## src/hdl/stq_pkg.sv

```systemverilog
////////////////////////////////////////////////////////////
// shared address, mask and access size types for the store
// queue, plus the byte-mask function
////////////////////////////////////////////////////////////
`default_nettype none

package stq_pkg;

  localparam int addr_width = 32;

  // byte address without the two offset bits
  typedef logic [addr_width-3:0] word_addr_t;

  // one bit per byte lane of a 32-bit word
  typedef logic [3:0] byte_mask_t;

  typedef enum logic [1:0] {
    size_byte = 2'd0,
    size_half = 2'd1,
    size_word = 2'd2
  } access_size_e;

  // lanes touched by an aligned access
  function automatic byte_mask_t byte_mask_of(
    input access_size_e size,
    input logic [1:0] low
  );
    byte_mask_t mask;
    case (size)
      size_byte: mask = 4'b0001 << low;
      size_half: mask = 4'b0011 << low;
      default:   mask = 4'b1111;
    endcase
    return mask;
  endfunction

endpackage

`default_nettype wire

```

## src/hdl/stq_alloc.sv

```systemverilog
////////////////////////////////////////////////////////////
// store queue allocator: tail tag with wrap bit, full/empty
////////////////////////////////////////////////////////////
`default_nettype none

module stq_alloc #(
  parameter int depth = 8
) (
  input  logic                       clk,
  input  logic                       rst,
  input  logic                       alloc_en,
  input  logic                       flush,
  input  logic [$clog2(depth):0]     head,
  output logic [$clog2(depth):0]     tail,
  output logic                       full,
  output logic                       empty
);

  localparam int iw = $clog2(depth);
  localparam int tw = iw + 1;

  logic [tw-1:0] tail_next;

  assign tail_next = tail + tw'(1);

  // same slot index, wrap bits apart by one lap
  assign full  = (tail[iw-1:0] == head[iw-1:0]) && (tail[iw] != head[iw]);
  assign empty = (tail == head);

  always_ff @(posedge clk) begin
    if (rst) begin
      tail <= '0;
    end else if (flush) begin
      // drop every uncommitted store
      tail <= head;
    end else if (alloc_en) begin
      tail <= tail_next;
    end
  end

  // full depends on the head held by the commit side
  a_no_alloc_full: assert property (
    @(posedge clk) disable iff (rst) alloc_en |-> !full
  );

  a_no_flush_alloc: assert property (
    @(posedge clk) disable iff (rst) !(flush && alloc_en)
  );

endmodule

`default_nettype wire

```

## src/hdl/stq_entry_array.sv

```systemverilog
////////////////////////////////////////////////////////////
// store queue slots: address, size, byte mask, known bit
////////////////////////////////////////////////////////////
`default_nettype none

module stq_entry_array #(
  parameter int depth = 8
) (
  input  logic                                  clk,
  input  logic                                  rst,
  input  logic                                  alloc_en,
  input  logic [$clog2(depth):0]                tail,
  input  logic                                  wrt_en,
  input  logic [$clog2(depth):0]                wrt_tag,
  input  logic [stq_pkg::addr_width-1:0]        wrt_addr,
  input  stq_pkg::access_size_e                 wrt_size,
  input  logic [$clog2(depth):0]                head,
  output stq_pkg::word_addr_t [depth-1:0]       slot_word,
  output stq_pkg::byte_mask_t [depth-1:0]       slot_mask,
  output logic [depth-1:0]                      slot_known,
  output logic [stq_pkg::addr_width-1:0]        head_addr,
  output stq_pkg::access_size_e                 head_size,
  output logic                                  head_known
);

  localparam int iw = $clog2(depth);
  localparam int tw = iw + 1;

  logic [iw-1:0] tail_idx;
  logic [iw-1:0] wrt_idx;
  logic [iw-1:0] head_idx;

  // byte offset and size kept only for the commit read port
  logic [depth-1:0][1:0] low_q;
  stq_pkg::access_size_e size_q [depth];

  // distance from head, used to place a write inside the queue
  logic [tw-1:0] wrt_age;
  logic [tw-1:0] occupancy;

  assign tail_idx = tail[iw-1:0];
  assign wrt_idx  = wrt_tag[iw-1:0];
  assign head_idx = head[iw-1:0];

  assign wrt_age   = wrt_tag - head;
  assign occupancy = tail - head;

  always_ff @(posedge clk) begin
    if (wrt_en) begin
      slot_word[wrt_idx] <= wrt_addr[stq_pkg::addr_width-1:2];
      low_q[wrt_idx]     <= wrt_addr[1:0];
      size_q[wrt_idx]    <= wrt_size;
      slot_mask[wrt_idx] <= stq_pkg::byte_mask_of(wrt_size, wrt_addr[1:0]);
    end
  end

  always_ff @(posedge clk) begin
    if (rst) begin
      slot_known <= '0;
    end else begin
      // a fresh slot has no address yet
      if (alloc_en) begin
        slot_known[tail_idx] <= 1'b0;
      end
      if (wrt_en) begin
        slot_known[wrt_idx] <= 1'b1;
      end
    end
  end

  // head slot read port for commit
  assign head_addr  = {slot_word[head_idx], low_q[head_idx]};
  assign head_size  = size_q[head_idx];
  assign head_known = slot_known[head_idx];

  // accesses never cross a 4-byte word
  a_wrt_aligned: assert property (
    @(posedge clk) disable iff (rst)
    wrt_en |-> (wrt_size == stq_pkg::size_byte) ||
               (wrt_size == stq_pkg::size_half && !wrt_addr[0]) ||
               (wrt_size == stq_pkg::size_word && wrt_addr[1:0] == 2'b00)
  );

  // an address only goes to a store allocated on an earlier cycle
  a_wrt_in_queue: assert property (
    @(posedge clk) disable iff (rst) wrt_en |-> wrt_age < occupancy
  );

endmodule

`default_nettype wire

```

## src/hdl/stq_load_check.sv

```systemverilog
////////////////////////////////////////////////////////////
// load check against older stores: overlap, youngest match,
// forwardability and unknown-address flag
////////////////////////////////////////////////////////////
`default_nettype none

module stq_load_check #(
  parameter int depth = 8
) (
  input  logic                                  clk,
  input  logic                                  rst,
  input  logic                                  chk_en,
  input  logic [stq_pkg::addr_width-1:0]        chk_addr,
  input  stq_pkg::access_size_e                 chk_size,
  input  logic [$clog2(depth):0]                chk_tag,
  input  logic [$clog2(depth):0]                head,
  input  stq_pkg::word_addr_t [depth-1:0]       slot_word,
  input  stq_pkg::byte_mask_t [depth-1:0]       slot_mask,
  input  logic [depth-1:0]                      slot_known,
  output logic                                  chk_done,
  output logic                                  chk_hit,
  output logic                                  chk_fwd,
  output logic                                  chk_unknown,
  output logic [$clog2(depth):0]                chk_store_tag
);

  localparam int iw = $clog2(depth);
  localparam int tw = iw + 1;

  logic [iw-1:0]       head_idx;
  logic [iw-1:0]       chk_idx;
  logic                same_wrap;
  stq_pkg::word_addr_t ld_word;
  stq_pkg::byte_mask_t ld_mask;

  logic [depth-1:0] ge_head;
  logic [depth-1:0] lt_chk;
  logic [depth-1:0] older;
  logic [depth-1:0] match;
  logic [depth-1:0] part_a;
  logic [depth-1:0] part_b;

  logic          has_a;
  logic          has_b;
  logic [iw-1:0] idx_a;
  logic [iw-1:0] idx_b;
  logic [iw-1:0] idx_y;
  logic [tw-1:0] tag_y;
  logic          hit;
  logic          fwd;
  logic          unknown;

  // highest set index, i.e. youngest within one half
  function automatic logic [iw-1:0] last_set(input logic [depth-1:0] bits);
    logic [iw-1:0] idx;
    idx = '0;
    for (int i = 0; i < depth; i++) begin
      if (bits[i]) begin
        idx = iw'(i);
      end
    end
    return idx;
  endfunction

  assign head_idx  = head[iw-1:0];
  assign chk_idx   = chk_tag[iw-1:0];
  assign same_wrap = (head[iw] == chk_tag[iw]);
  assign ld_word   = chk_addr[stq_pkg::addr_width-1:2];
  assign ld_mask   = stq_pkg::byte_mask_of(chk_size, chk_addr[1:0]);

  always_comb begin
    for (int i = 0; i < depth; i++) begin
      ge_head[i] = (iw'(i) >= head_idx);
      lt_chk[i]  = (iw'(i) < chk_idx);
    end
  end

  // older range is one run, or two runs when it crosses the wrap
  assign older = same_wrap ? (ge_head & lt_chk) : (ge_head | lt_chk);

  always_comb begin
    for (int i = 0; i < depth; i++) begin
      match[i] = older[i] && slot_known[i] && (slot_word[i] == ld_word) &&
                 ((slot_mask[i] & ld_mask) != '0);
    end
  end

  // slots below chk_tag are always the younger half
  assign part_a = match & lt_chk;
  assign part_b = match & ~lt_chk;
  assign has_a  = |part_a;
  assign has_b  = |part_b;
  assign idx_a  = last_set(part_a);
  assign idx_b  = last_set(part_b);

  assign idx_y = has_a ? idx_a : idx_b;
  assign tag_y = {has_a ? chk_tag[iw] : head[iw], idx_y};

  assign hit     = has_a || has_b;
  assign fwd     = hit && ((slot_mask[idx_y] & ld_mask) == ld_mask);
  assign unknown = |(older & ~slot_known);

  always_ff @(posedge clk) begin
    if (rst) begin
      chk_done <= 1'b0;
    end else begin
      chk_done <= chk_en;
    end
  end

  // results sampled at the chk_en edge, one per check
  always_ff @(posedge clk) begin
    if (chk_en) begin
      chk_hit       <= hit;
      chk_fwd       <= fwd;
      chk_unknown   <= unknown;
      chk_store_tag <= tag_y;
    end
  end

endmodule

`default_nettype wire

```

## src/hdl/stq_commit.sv

```systemverilog
////////////////////////////////////////////////////////////
// in-order commit: head tag, readiness, registered output
////////////////////////////////////////////////////////////
`default_nettype none

module stq_commit #(
  parameter int depth = 8
) (
  input  logic                              clk,
  input  logic                              rst,
  input  logic                              commit_en,
  input  logic                              flush,
  input  logic [$clog2(depth):0]            tail,
  input  logic [stq_pkg::addr_width-1:0]    head_addr,
  input  stq_pkg::access_size_e             head_size,
  input  logic                              head_known,
  output logic [$clog2(depth):0]            head,
  output logic                              commit_ready,
  output logic                              commit_done,
  output logic [stq_pkg::addr_width-1:0]    commit_addr,
  output stq_pkg::access_size_e             commit_size,
  output logic [$clog2(depth):0]            commit_tag
);

  localparam int tw = $clog2(depth) + 1;

  // oldest store present and its address resolved
  assign commit_ready = (head != tail) && head_known;

  always_ff @(posedge clk) begin
    if (rst) begin
      head        <= '0;
      commit_done <= 1'b0;
    end else begin
      commit_done <= commit_en;
      if (commit_en) begin
        head <= head + tw'(1);
      end
    end
  end

  always_ff @(posedge clk) begin
    if (commit_en) begin
      commit_addr <= head_addr;
      commit_size <= head_size;
      commit_tag  <= head;
    end
  end

  // readiness comes from the allocator tail and the slot array
  a_commit_ready: assert property (
    @(posedge clk) disable iff (rst) commit_en |-> commit_ready
  );

  a_no_flush_commit: assert property (
    @(posedge clk) disable iff (rst) !(flush && commit_en)
  );

endmodule

`default_nettype wire

```

## src/hdl/stq_top.sv

```systemverilog
////////////////////////////////////////////////////////////
// store queue top: allocator, slot array, load check, commit
////////////////////////////////////////////////////////////
`default_nettype none

module stq_top #(
  parameter int depth = 8
) (
  input  logic                              clk,
  input  logic                              rst,
  input  logic                              alloc_en,
  input  logic                              wrt_en,
  input  logic [$clog2(depth):0]            wrt_tag,
  input  logic [stq_pkg::addr_width-1:0]    wrt_addr,
  input  stq_pkg::access_size_e             wrt_size,
  input  logic                              chk_en,
  input  logic [stq_pkg::addr_width-1:0]    chk_addr,
  input  stq_pkg::access_size_e             chk_size,
  input  logic [$clog2(depth):0]            chk_tag,
  input  logic                              commit_en,
  input  logic                              flush,
  output logic [$clog2(depth):0]            alloc_tag,
  output logic                              full,
  output logic                              empty,
  output logic                              chk_done,
  output logic                              chk_hit,
  output logic                              chk_fwd,
  output logic                              chk_unknown,
  output logic [$clog2(depth):0]            chk_store_tag,
  output logic                              commit_ready,
  output logic                              commit_done,
  output logic [stq_pkg::addr_width-1:0]    commit_addr,
  output stq_pkg::access_size_e             commit_size,
  output logic [$clog2(depth):0]            commit_tag
);

  localparam int tw = $clog2(depth) + 1;

  logic [tw-1:0]                       tail;
  logic [tw-1:0]                       head;
  stq_pkg::word_addr_t [depth-1:0]     slot_word;
  stq_pkg::byte_mask_t [depth-1:0]     slot_mask;
  logic [depth-1:0]                    slot_known;
  logic [stq_pkg::addr_width-1:0]      head_addr;
  stq_pkg::access_size_e               head_size;
  logic                                head_known;

  // next store gets the current tail
  assign alloc_tag = tail;

  stq_alloc #(.depth(depth)) u_alloc (
    .clk      (clk),
    .rst      (rst),
    .alloc_en (alloc_en),
    .flush    (flush),
    .head     (head),
    .tail     (tail),
    .full     (full),
    .empty    (empty)
  );

  stq_entry_array #(.depth(depth)) u_array (
    .clk        (clk),
    .rst        (rst),
    .alloc_en   (alloc_en),
    .tail       (tail),
    .wrt_en     (wrt_en),
    .wrt_tag    (wrt_tag),
    .wrt_addr   (wrt_addr),
    .wrt_size   (wrt_size),
    .head       (head),
    .slot_word  (slot_word),
    .slot_mask  (slot_mask),
    .slot_known (slot_known),
    .head_addr  (head_addr),
    .head_size  (head_size),
    .head_known (head_known)
  );

  stq_load_check #(.depth(depth)) u_check (
    .clk           (clk),
    .rst           (rst),
    .chk_en        (chk_en),
    .chk_addr      (chk_addr),
    .chk_size      (chk_size),
    .chk_tag       (chk_tag),
    .head          (head),
    .slot_word     (slot_word),
    .slot_mask     (slot_mask),
    .slot_known    (slot_known),
    .chk_done      (chk_done),
    .chk_hit       (chk_hit),
    .chk_fwd       (chk_fwd),
    .chk_unknown   (chk_unknown),
    .chk_store_tag (chk_store_tag)
  );

  stq_commit #(.depth(depth)) u_commit (
    .clk          (clk),
    .rst          (rst),
    .commit_en    (commit_en),
    .flush        (flush),
    .tail         (tail),
    .head_addr    (head_addr),
    .head_size    (head_size),
    .head_known   (head_known),
    .head         (head),
    .commit_ready (commit_ready),
    .commit_done  (commit_done),
    .commit_addr  (commit_addr),
    .commit_size  (commit_size),
    .commit_tag   (commit_tag)
  );

endmodule

`default_nettype wire

```

## config.mk

```make
export PLATFORM = sky130hd
export DESIGN_NAME = stq_top
export DESIGN_NICKNAME = d
export VERILOG_FILES = /design/src/hdl/stq_pkg.sv /design/src/hdl/stq_alloc.sv /design/src/hdl/stq_entry_array.sv /design/src/hdl/stq_load_check.sv /design/src/hdl/stq_commit.sv /design/src/hdl/stq_top.sv
export SDC_FILE = /design/constraint.sdc
export NUM_CORES = 1
export LEC_CHECK = 0
export BUFFER_PORTS_ARGS = -buffer_cell sky130_fd_sc_hd__buf_2
export CORE_AREA = 2 2 160 194
export CTS_CLUSTER_SIZE = 8
export DETAILED_ROUTE_END_ITERATION = 8
export DIE_AREA = 0 0 162 196
export PLACE_DENSITY_LB_ADDON = 0.2
export SLEW_MARGIN = 30
export SYNTH_ARGS = -nofsm -noshare
export SYNTH_HDL_FRONTEND = slang
export SYNTH_SLANG_ARGS = --single-unit
export TNS_END_PERCENT = 50
```

## constraint.sdc

```tcl
create_clock -name clk -period 5.1 [get_ports clk]
set_clock_uncertainty 0.2 [all_clocks]
set_input_delay 0.51 -clock clk [delete_from_list [all_inputs] [get_ports clk]]
set_output_delay 0.51 -clock clk [all_outputs]
set_load 0.05 [all_outputs]
```

* Word-level counts from Yosys, hierarchy flattened
Memories as Yosys holds them, arrays and structs flattened. A register that Yosys moved wholly into a read port is not among the register bits.
Cells that the tools add are included.
** Storage, ports and cells
- Output and inout bits :: 54
- Bits in latches :: 0
- Memories :: 1
- ROM bits :: 0
- RAM bits :: 16
- Flip-flop bits (word level) :: 349
** Memories
- u_array.size_q :: words 8, bits a word 2, rd ports 1, clocked after memory_dff 1, write ports 1, RTL line stq_entry_array.sv:35 : stq_pkg::access_size_e size_q [depth];
** Operators by class
- $mul :: 0
- Order comparisons :: 22
- Equality and inequality tests :: 16
- Divide/modulo/power cells :: 0
- Bitwise operators :: 19
- Reduce and logical (&&, ||, !) cells :: 44
- Mux-type cells :: 48
- Add/subtract/negate cells :: 2
- Shift operators :: 4
** Operators with widths (number)
- 240-bit bitwise mux :: 1
- 30-bit equality test :: 8
- 30-bit binary-select mux with 3-bit select :: 1
- 30-bit demux with 3-bit select :: 1
- 30-bit 2-to-1 mux :: 2
- 8-bit AND :: 5
- 4-bit AND :: 9
- 32-bit bitwise mux :: 1
- 8-bit 2-to-1 mux :: 4
- 4-bit nonzero test :: 8
- 1-bit logical AND :: 29
- 3-bit 2-to-1 mux :: 9
- 8-bit inverter :: 3
- 8-bit OR reduction :: 3
- 4-bit 2-to-1 mux :: 5
- 16-bit bitwise mux :: 1
- 3-bit by 4-bit < comparator with 1-bit output (second input constant) :: 4
- 8-bit bitwise OR :: 2
- 4-bit case mux with 2 select lines :: 2
- 4-bit binary-select mux with 3-bit select :: 1
- 4-bit demux with 3-bit select :: 1
- 3-bit greater-or-equal comparator (first input constant) :: 4
- 3-bit < comparator (first input constant) :: 4
- 2-bit 2-to-1 mux :: 6
- 22 further kinds :: 41

* Longest topological paths before layout
- Word-level depth :: 20
- Depth in mapped cells :: 16

* By module
A second synthesis with hierarchy kept.
** Unflattened totals
- Cells, all modules :: 1168
- Area total of the unflattened synthesis :: 18173.7 um2
** Modules (own cells, without submodules)
- stq_entry_array :: instances 1, cells each 483, area an instance 11921.4 um2, seq. area each 9288.9 um2
- stq_load_check :: instances 1, cells each 596, area an instance 4629.4 um2, seq. area each 230.2 um2
- stq_commit :: instances 1, cells each 60, area an instance 1367.6 um2, seq. area each 1241.2 um2
- stq_alloc :: instances 1, cells each 29, area an instance 255.2 um2, seq. area each 80.1 um2

* Worst setup path before layout
Ideal clock, no wire load.
- Path kind :: input-to-reg
- From :: in wrt_tag[2]
- To :: reg u_array.low_q[0] (netlist bit) (enable)
- Data required time :: 4.417 ns
- Setup slack :: 1.070 ns
- Stages on the path :: 2
- Buffers on the path :: 0
- Data arrival time :: 3.347 ns
- Setup time :: 0.483 ns
- Path through :: nand2b_1 > nor3_1
** RTL lines
- from (decl) :: RTL line stq_top.sv:13 : input logic [$clog2(depth):0] wrt_tag,
- to (signal, indexed assignment) :: RTL line stq_entry_array.sv:51 : low_q[wrt_idx] <= wrt_addr[1:0];
- to (decl) :: RTL line stq_entry_array.sv:34 : logic [depth-1:0][1:0] low_q;

* Worst setup path in the final report
- From :: reg u_array.slot_word[141] (netlist bit)
- To :: reg u_check.chk_fwd, data pin
** On the way
- Word-level cells in the longest chain between the ends :: 14
** Ends and longest elaborated chain
- from (decl) :: RTL line stq_entry_array.sv:18 : output stq_pkg::word_addr_t [depth-1:0] slot_word,
- from (signal, indexed assignment) :: RTL line stq_entry_array.sv:50 : slot_word[wrt_idx] <= wrt_addr[stq_pkg::addr_width-1:2];
- 30-bit equality test (*) :: RTL line stq_load_check.sv:83 : match[i] = older[i] && slot_known[i] && (slot_word[i] == ld_word) &&
- 1-bit logical AND (*) (2 in series) :: RTL line stq_load_check.sv:83
- 8-bit AND, on equally long branches :: RTL line stq_load_check.sv:90, stq_load_check.sv:89
- 3-bit 2-to-1 mux (4 in series) :: RTL line stq_load_check.sv:58 : if (bits[i]) begin
- 3-bit 2-to-1 mux (*) :: RTL line stq_load_check.sv:96 : assign idx_y = has_a ? idx_a : idx_b;
- named net u_check.idx_y[0] :: RTL line stq_load_check.sv:47 : logic [iw-1:0] idx_y;
- 4-bit binary-select mux with 3-bit select (*) :: RTL line stq_load_check.sv:100 : assign fwd = hit && ((slot_mask[idx_y] & ld_mask) == ld_mask);
- 4-bit 2-to-1 mux (not written as such) (*) :: RTL line stq_load_check.sv:100
- 4-bit AND (*) :: RTL line stq_load_check.sv:100
- 4-bit equality test (*) :: RTL line stq_load_check.sv:100
- 1-bit logical AND (*) :: RTL line stq_load_check.sv:100
- named net u_check.fwd :: RTL line stq_load_check.sv:50 : logic fwd;
- to (signal assigned) :: RTL line stq_load_check.sv:115 : chk_fwd <= fwd;
- to (decl) :: RTL line stq_load_check.sv:22 : output logic chk_fwd,
Mark *: on every way through the listed nets, which the timed path passes. The rest lies on a longest branch. The select of a mux whose other input is x is not followed.
A chain may end at the register's enable or synchronous reset.

==> qor.csv <==
metric,value,unit
outcome,"complete, no violations",
Non-Filler Instances,1731,
Residual DRC,0,
pin count of the biggest net entering global routing,75,
number of synthesized flops with an enable pin,349,
Final nets,1406,
GRT Total Usage,31.6,%
Cells on Worst Hold Path,1,
vias in the first global route,11000,
post-layout util,68.5,%
multiplexer share of the synthesized area,12.8,%
Simple-Gate Fraction of Synth Area,6.87,%
combinational power share,12.0,%
Hold Slack,0.0291,ns
Seq pwr share,47.6,%
router iterations before antenna repair,5,
asr flop ratio synth,0,%
Hold Path Class,in2reg,
#FFs+latches synth,367,
global-route wire length before repair,72.1,mm
crit path cell chain,xnor2_1 > nand4_1 > or4_4 > nor4_4 > o41ai_1 > a221oi_2 > nor2_2 > a21oi_4 > inv_2 > mux2i_1 > mux2i_1 > o21a_1 > nor4b_2,
headroom to the max-slew limit,41.1,%
Syn Area/Cell,15.4,um^2
clock-pin transition on the worst setup and hold timing paths,0.05,ns
placed insts,1662,
initial antenna violation count,4,
share of layout cells above drive strength 1,27.3,%
clock net sink count,367,
post-CTS sizing,0,
final worst slack,0.906,ns
setup TNS,0,ns
PortBufs,135,
RSZ-0062 raised after global routing,no,
critical path type,reg2reg,
synth-to-layout area growth,14.0,%
fin. max-slew vios,0,
Min-Delay Startpoint,wrt_addr[7],
DR iter-0 viols,1452,
Critical R2R Capture,u_check.chk_fwd,
root buffer cell,clkbuf_16,
Via density,6.48,
Syn Inst Count,1171,
WP data required,5.29,ns
"most common cell after layout, fill and taps aside",edfxtp_1,
DP HPWL,35.1,mm
crit-path max cell delay,0.61,ns
final hold violation count,0,
Yosys top cell by area,edfxtp_1,
Synth Area in Adders,0.389,%
final cycle utilization of the critical path,82.2,%
Leak,6.78,nW
post-synthesis compound-gate area fraction,4.63,%
CTS tree,yes,
CORE AREA,0.0300,mm^2
critical path startpoint category,flop,
Top Ports,137,
WHS Endpoint,u_array.slot_word[35],
Tmin final,4.19,ns
CP Max Fanout,7,
total gr overflow,0,
slowest CP cell,or4_4,
final wirelength,49.7,mm
Final ANT Viol Nets,0,
slack of the worst reg-to-reg path,0.91,ns
FP Rows,70,
TritonCTS Buffers,51,
Avg WL per Cell,28.7,um
synthesized net count,1258,
pre-CTS WS,0.662,ns
Post-synth top flop,edfxtp_1,
Synthesis Warnings,0,
Peak Freq,0.238,GHz
largest family of logic cells by synthesized area,multiplexers,
Die Wd,162,um
Int Pwr,0.00559,W
Clock power frac,40.5,%
Max IR drop VDD,293,uV
placer congestion estimate,0.925,
Yosys cell types,73,
Yosys top cell area share,58.2,%
Post-CTS Setup Bufs,0,
Switching Share,24.2,%
Crit path top cell by count,mux2i_1,
area of the mapped netlist,0.0180,mm^2
maxcap violations,0,
CP Capture Type,flop,
Die Y,196,um
Starting Density,60.1,%
die area,0.0318,mm^2
top area cells in the synthesized netlist,"edfxtp_1 (58%), mux4_2 (8.8%), xnor2_1 (6.8%)",
Max clock buf depth,3,
clock insertion delay at the later pin of the skew report,0.56,ns
H-tree depth,2,
post-synthesis sequential area ratio,60.2,%
via count,11200,
critical path data arrival time,4.38,ns
final-report setup violation count,0,
Worst R2R Start,u_array.slot_word[141],
"commonest cells after routing, fill and taps aside","edfxtp_1 (349), xnor2_1 (140), buf_2 (135), xor2_1 (105), mux4_2 (70)",
Psw,0.00179,W
r2r worst-path depth,13,
post-synthesis xor/xnor area fraction,12.5,%
Tightest Pin Transition,0.883,ns
PwrDens,360,mW/mm^2
CTS Hold Bufs,0,
-- metrics by stage --
stage	area (um^2)	power (W)
finish	20500	0.00738
global route	20500	0.00756
CTS	20500	0.00740
detailed placement	19100	0.00444
global placement	19000	0.00442
floorplan	18000	0.00414
-- final cells by class --
class / instances / area [um^2]
diodes: 5 / 12.5
clock buffers: 64 / 1370
fillers: 2078 / 9430
inverters: 18 / 67.6
multi-input cells: 718 / 6750
flip-flops and latches: 367 / 10800
well taps: 396 / 495
repair buffers: 163 / 977
-- sequential cells by signal, indices dropped and copies added (netlist names) --
name / flops
u_array.slot_word: 240
u_array.slot_mask: 32
u_commit.commit_addr: 32
u_array.low_q: 16
u_array.size_q: 16
u_array.slot_known: 8
u_alloc.tail: 4
u_check.chk_store_tag: 4
u_commit.commit_tag: 4
u_commit.head: 4
u_commit.commit_size: 2
u_check.chk_done: 1
u_check.chk_fwd: 1
u_check.chk_hit: 1
u_check.chk_unknown: 1
u_commit.commit_done: 1
-- per-layer routing --
| layer | global-route usage, % | share of wire (%) | vias to the layer above |
|---|---|---|---|
| li1 | - | - | 4846 |
| met1 | 40.9 | 37 | 5667 |
| met2 | 53.0 | 50 | 598 |
| met3 | 5.45 | 8.2 | 108 |
| met4 | 13.8 | 4.4 | 0 |
| met5 | 0 | 0 | - |
-- power by group through the flow --
stage	Combinational (W)	Sequential, W	Clock (W)
floorplan	0.000480	0.00366	0
global placement	0.000863	0.00356	0
detailed placement	0.000875	0.00356	0
CTS	0.000882	0.00351	0.00301
global route	0.000925	0.00352	0.00311
finish	0.000883	0.00351	0.00299
-- cell usage after synthesis, types with 8 or more instances --
master / instances
mux2i_1: 33
inv_1: 17
nand4_1: 47
mux2_2: 35
buf_4: 8
nand2_1: 23
xor2_1: 105
buf_2: 22
dfxtp_1: 18
a211oi_1: 9
nor4_1: 37
mux4_2: 70
xnor2_1: 140
nor3_1: 11
clkbuf_1: 17
nor2_1: 46
buf_1: 10
o22ai_1: 14
o21ai_0: 13
a21oi_1: 24
buf_6: 9
edfxtp_1: 349
-- critical path: cells and delay by family (launching register included) --
kind	cells	cell delay, ns
AOI/OAI and AO/OA	4	0.95
xor gates and xnor gates	1	0.29
buffers and inverters	1	0.15
DFF	1	0.42
muxes	2	0.35
and+or+nand+nor	5	1.69
-- cells by family (layout without fill, tap and decap cells) --
family,after synthesis,after routing
AOI/OAI and AO/OA,111,111
other,0,5
and+or+nand+nor,211,211
DFF,367,367
muxes,139,139
buffers and inverters,86,245
xor gates and xnor gates,251,251
adders and majority gates,6,6
-- worst max-delay path by stage --
stage | end | startpoint
after floorplan | u_array.low_q[0] | wrt_tag[2]
after global placement | u_check.chk_fwd | chk_addr[13]
after detailed placement | u_check.chk_fwd | chk_addr[9]
after CTS | u_check.chk_fwd | u_commit.head[0]
after global routing | u_check.chk_fwd | u_commit.head[0]
final | u_check.chk_fwd | u_array.slot_word[141]
Power figures use the tool's default switching activity.
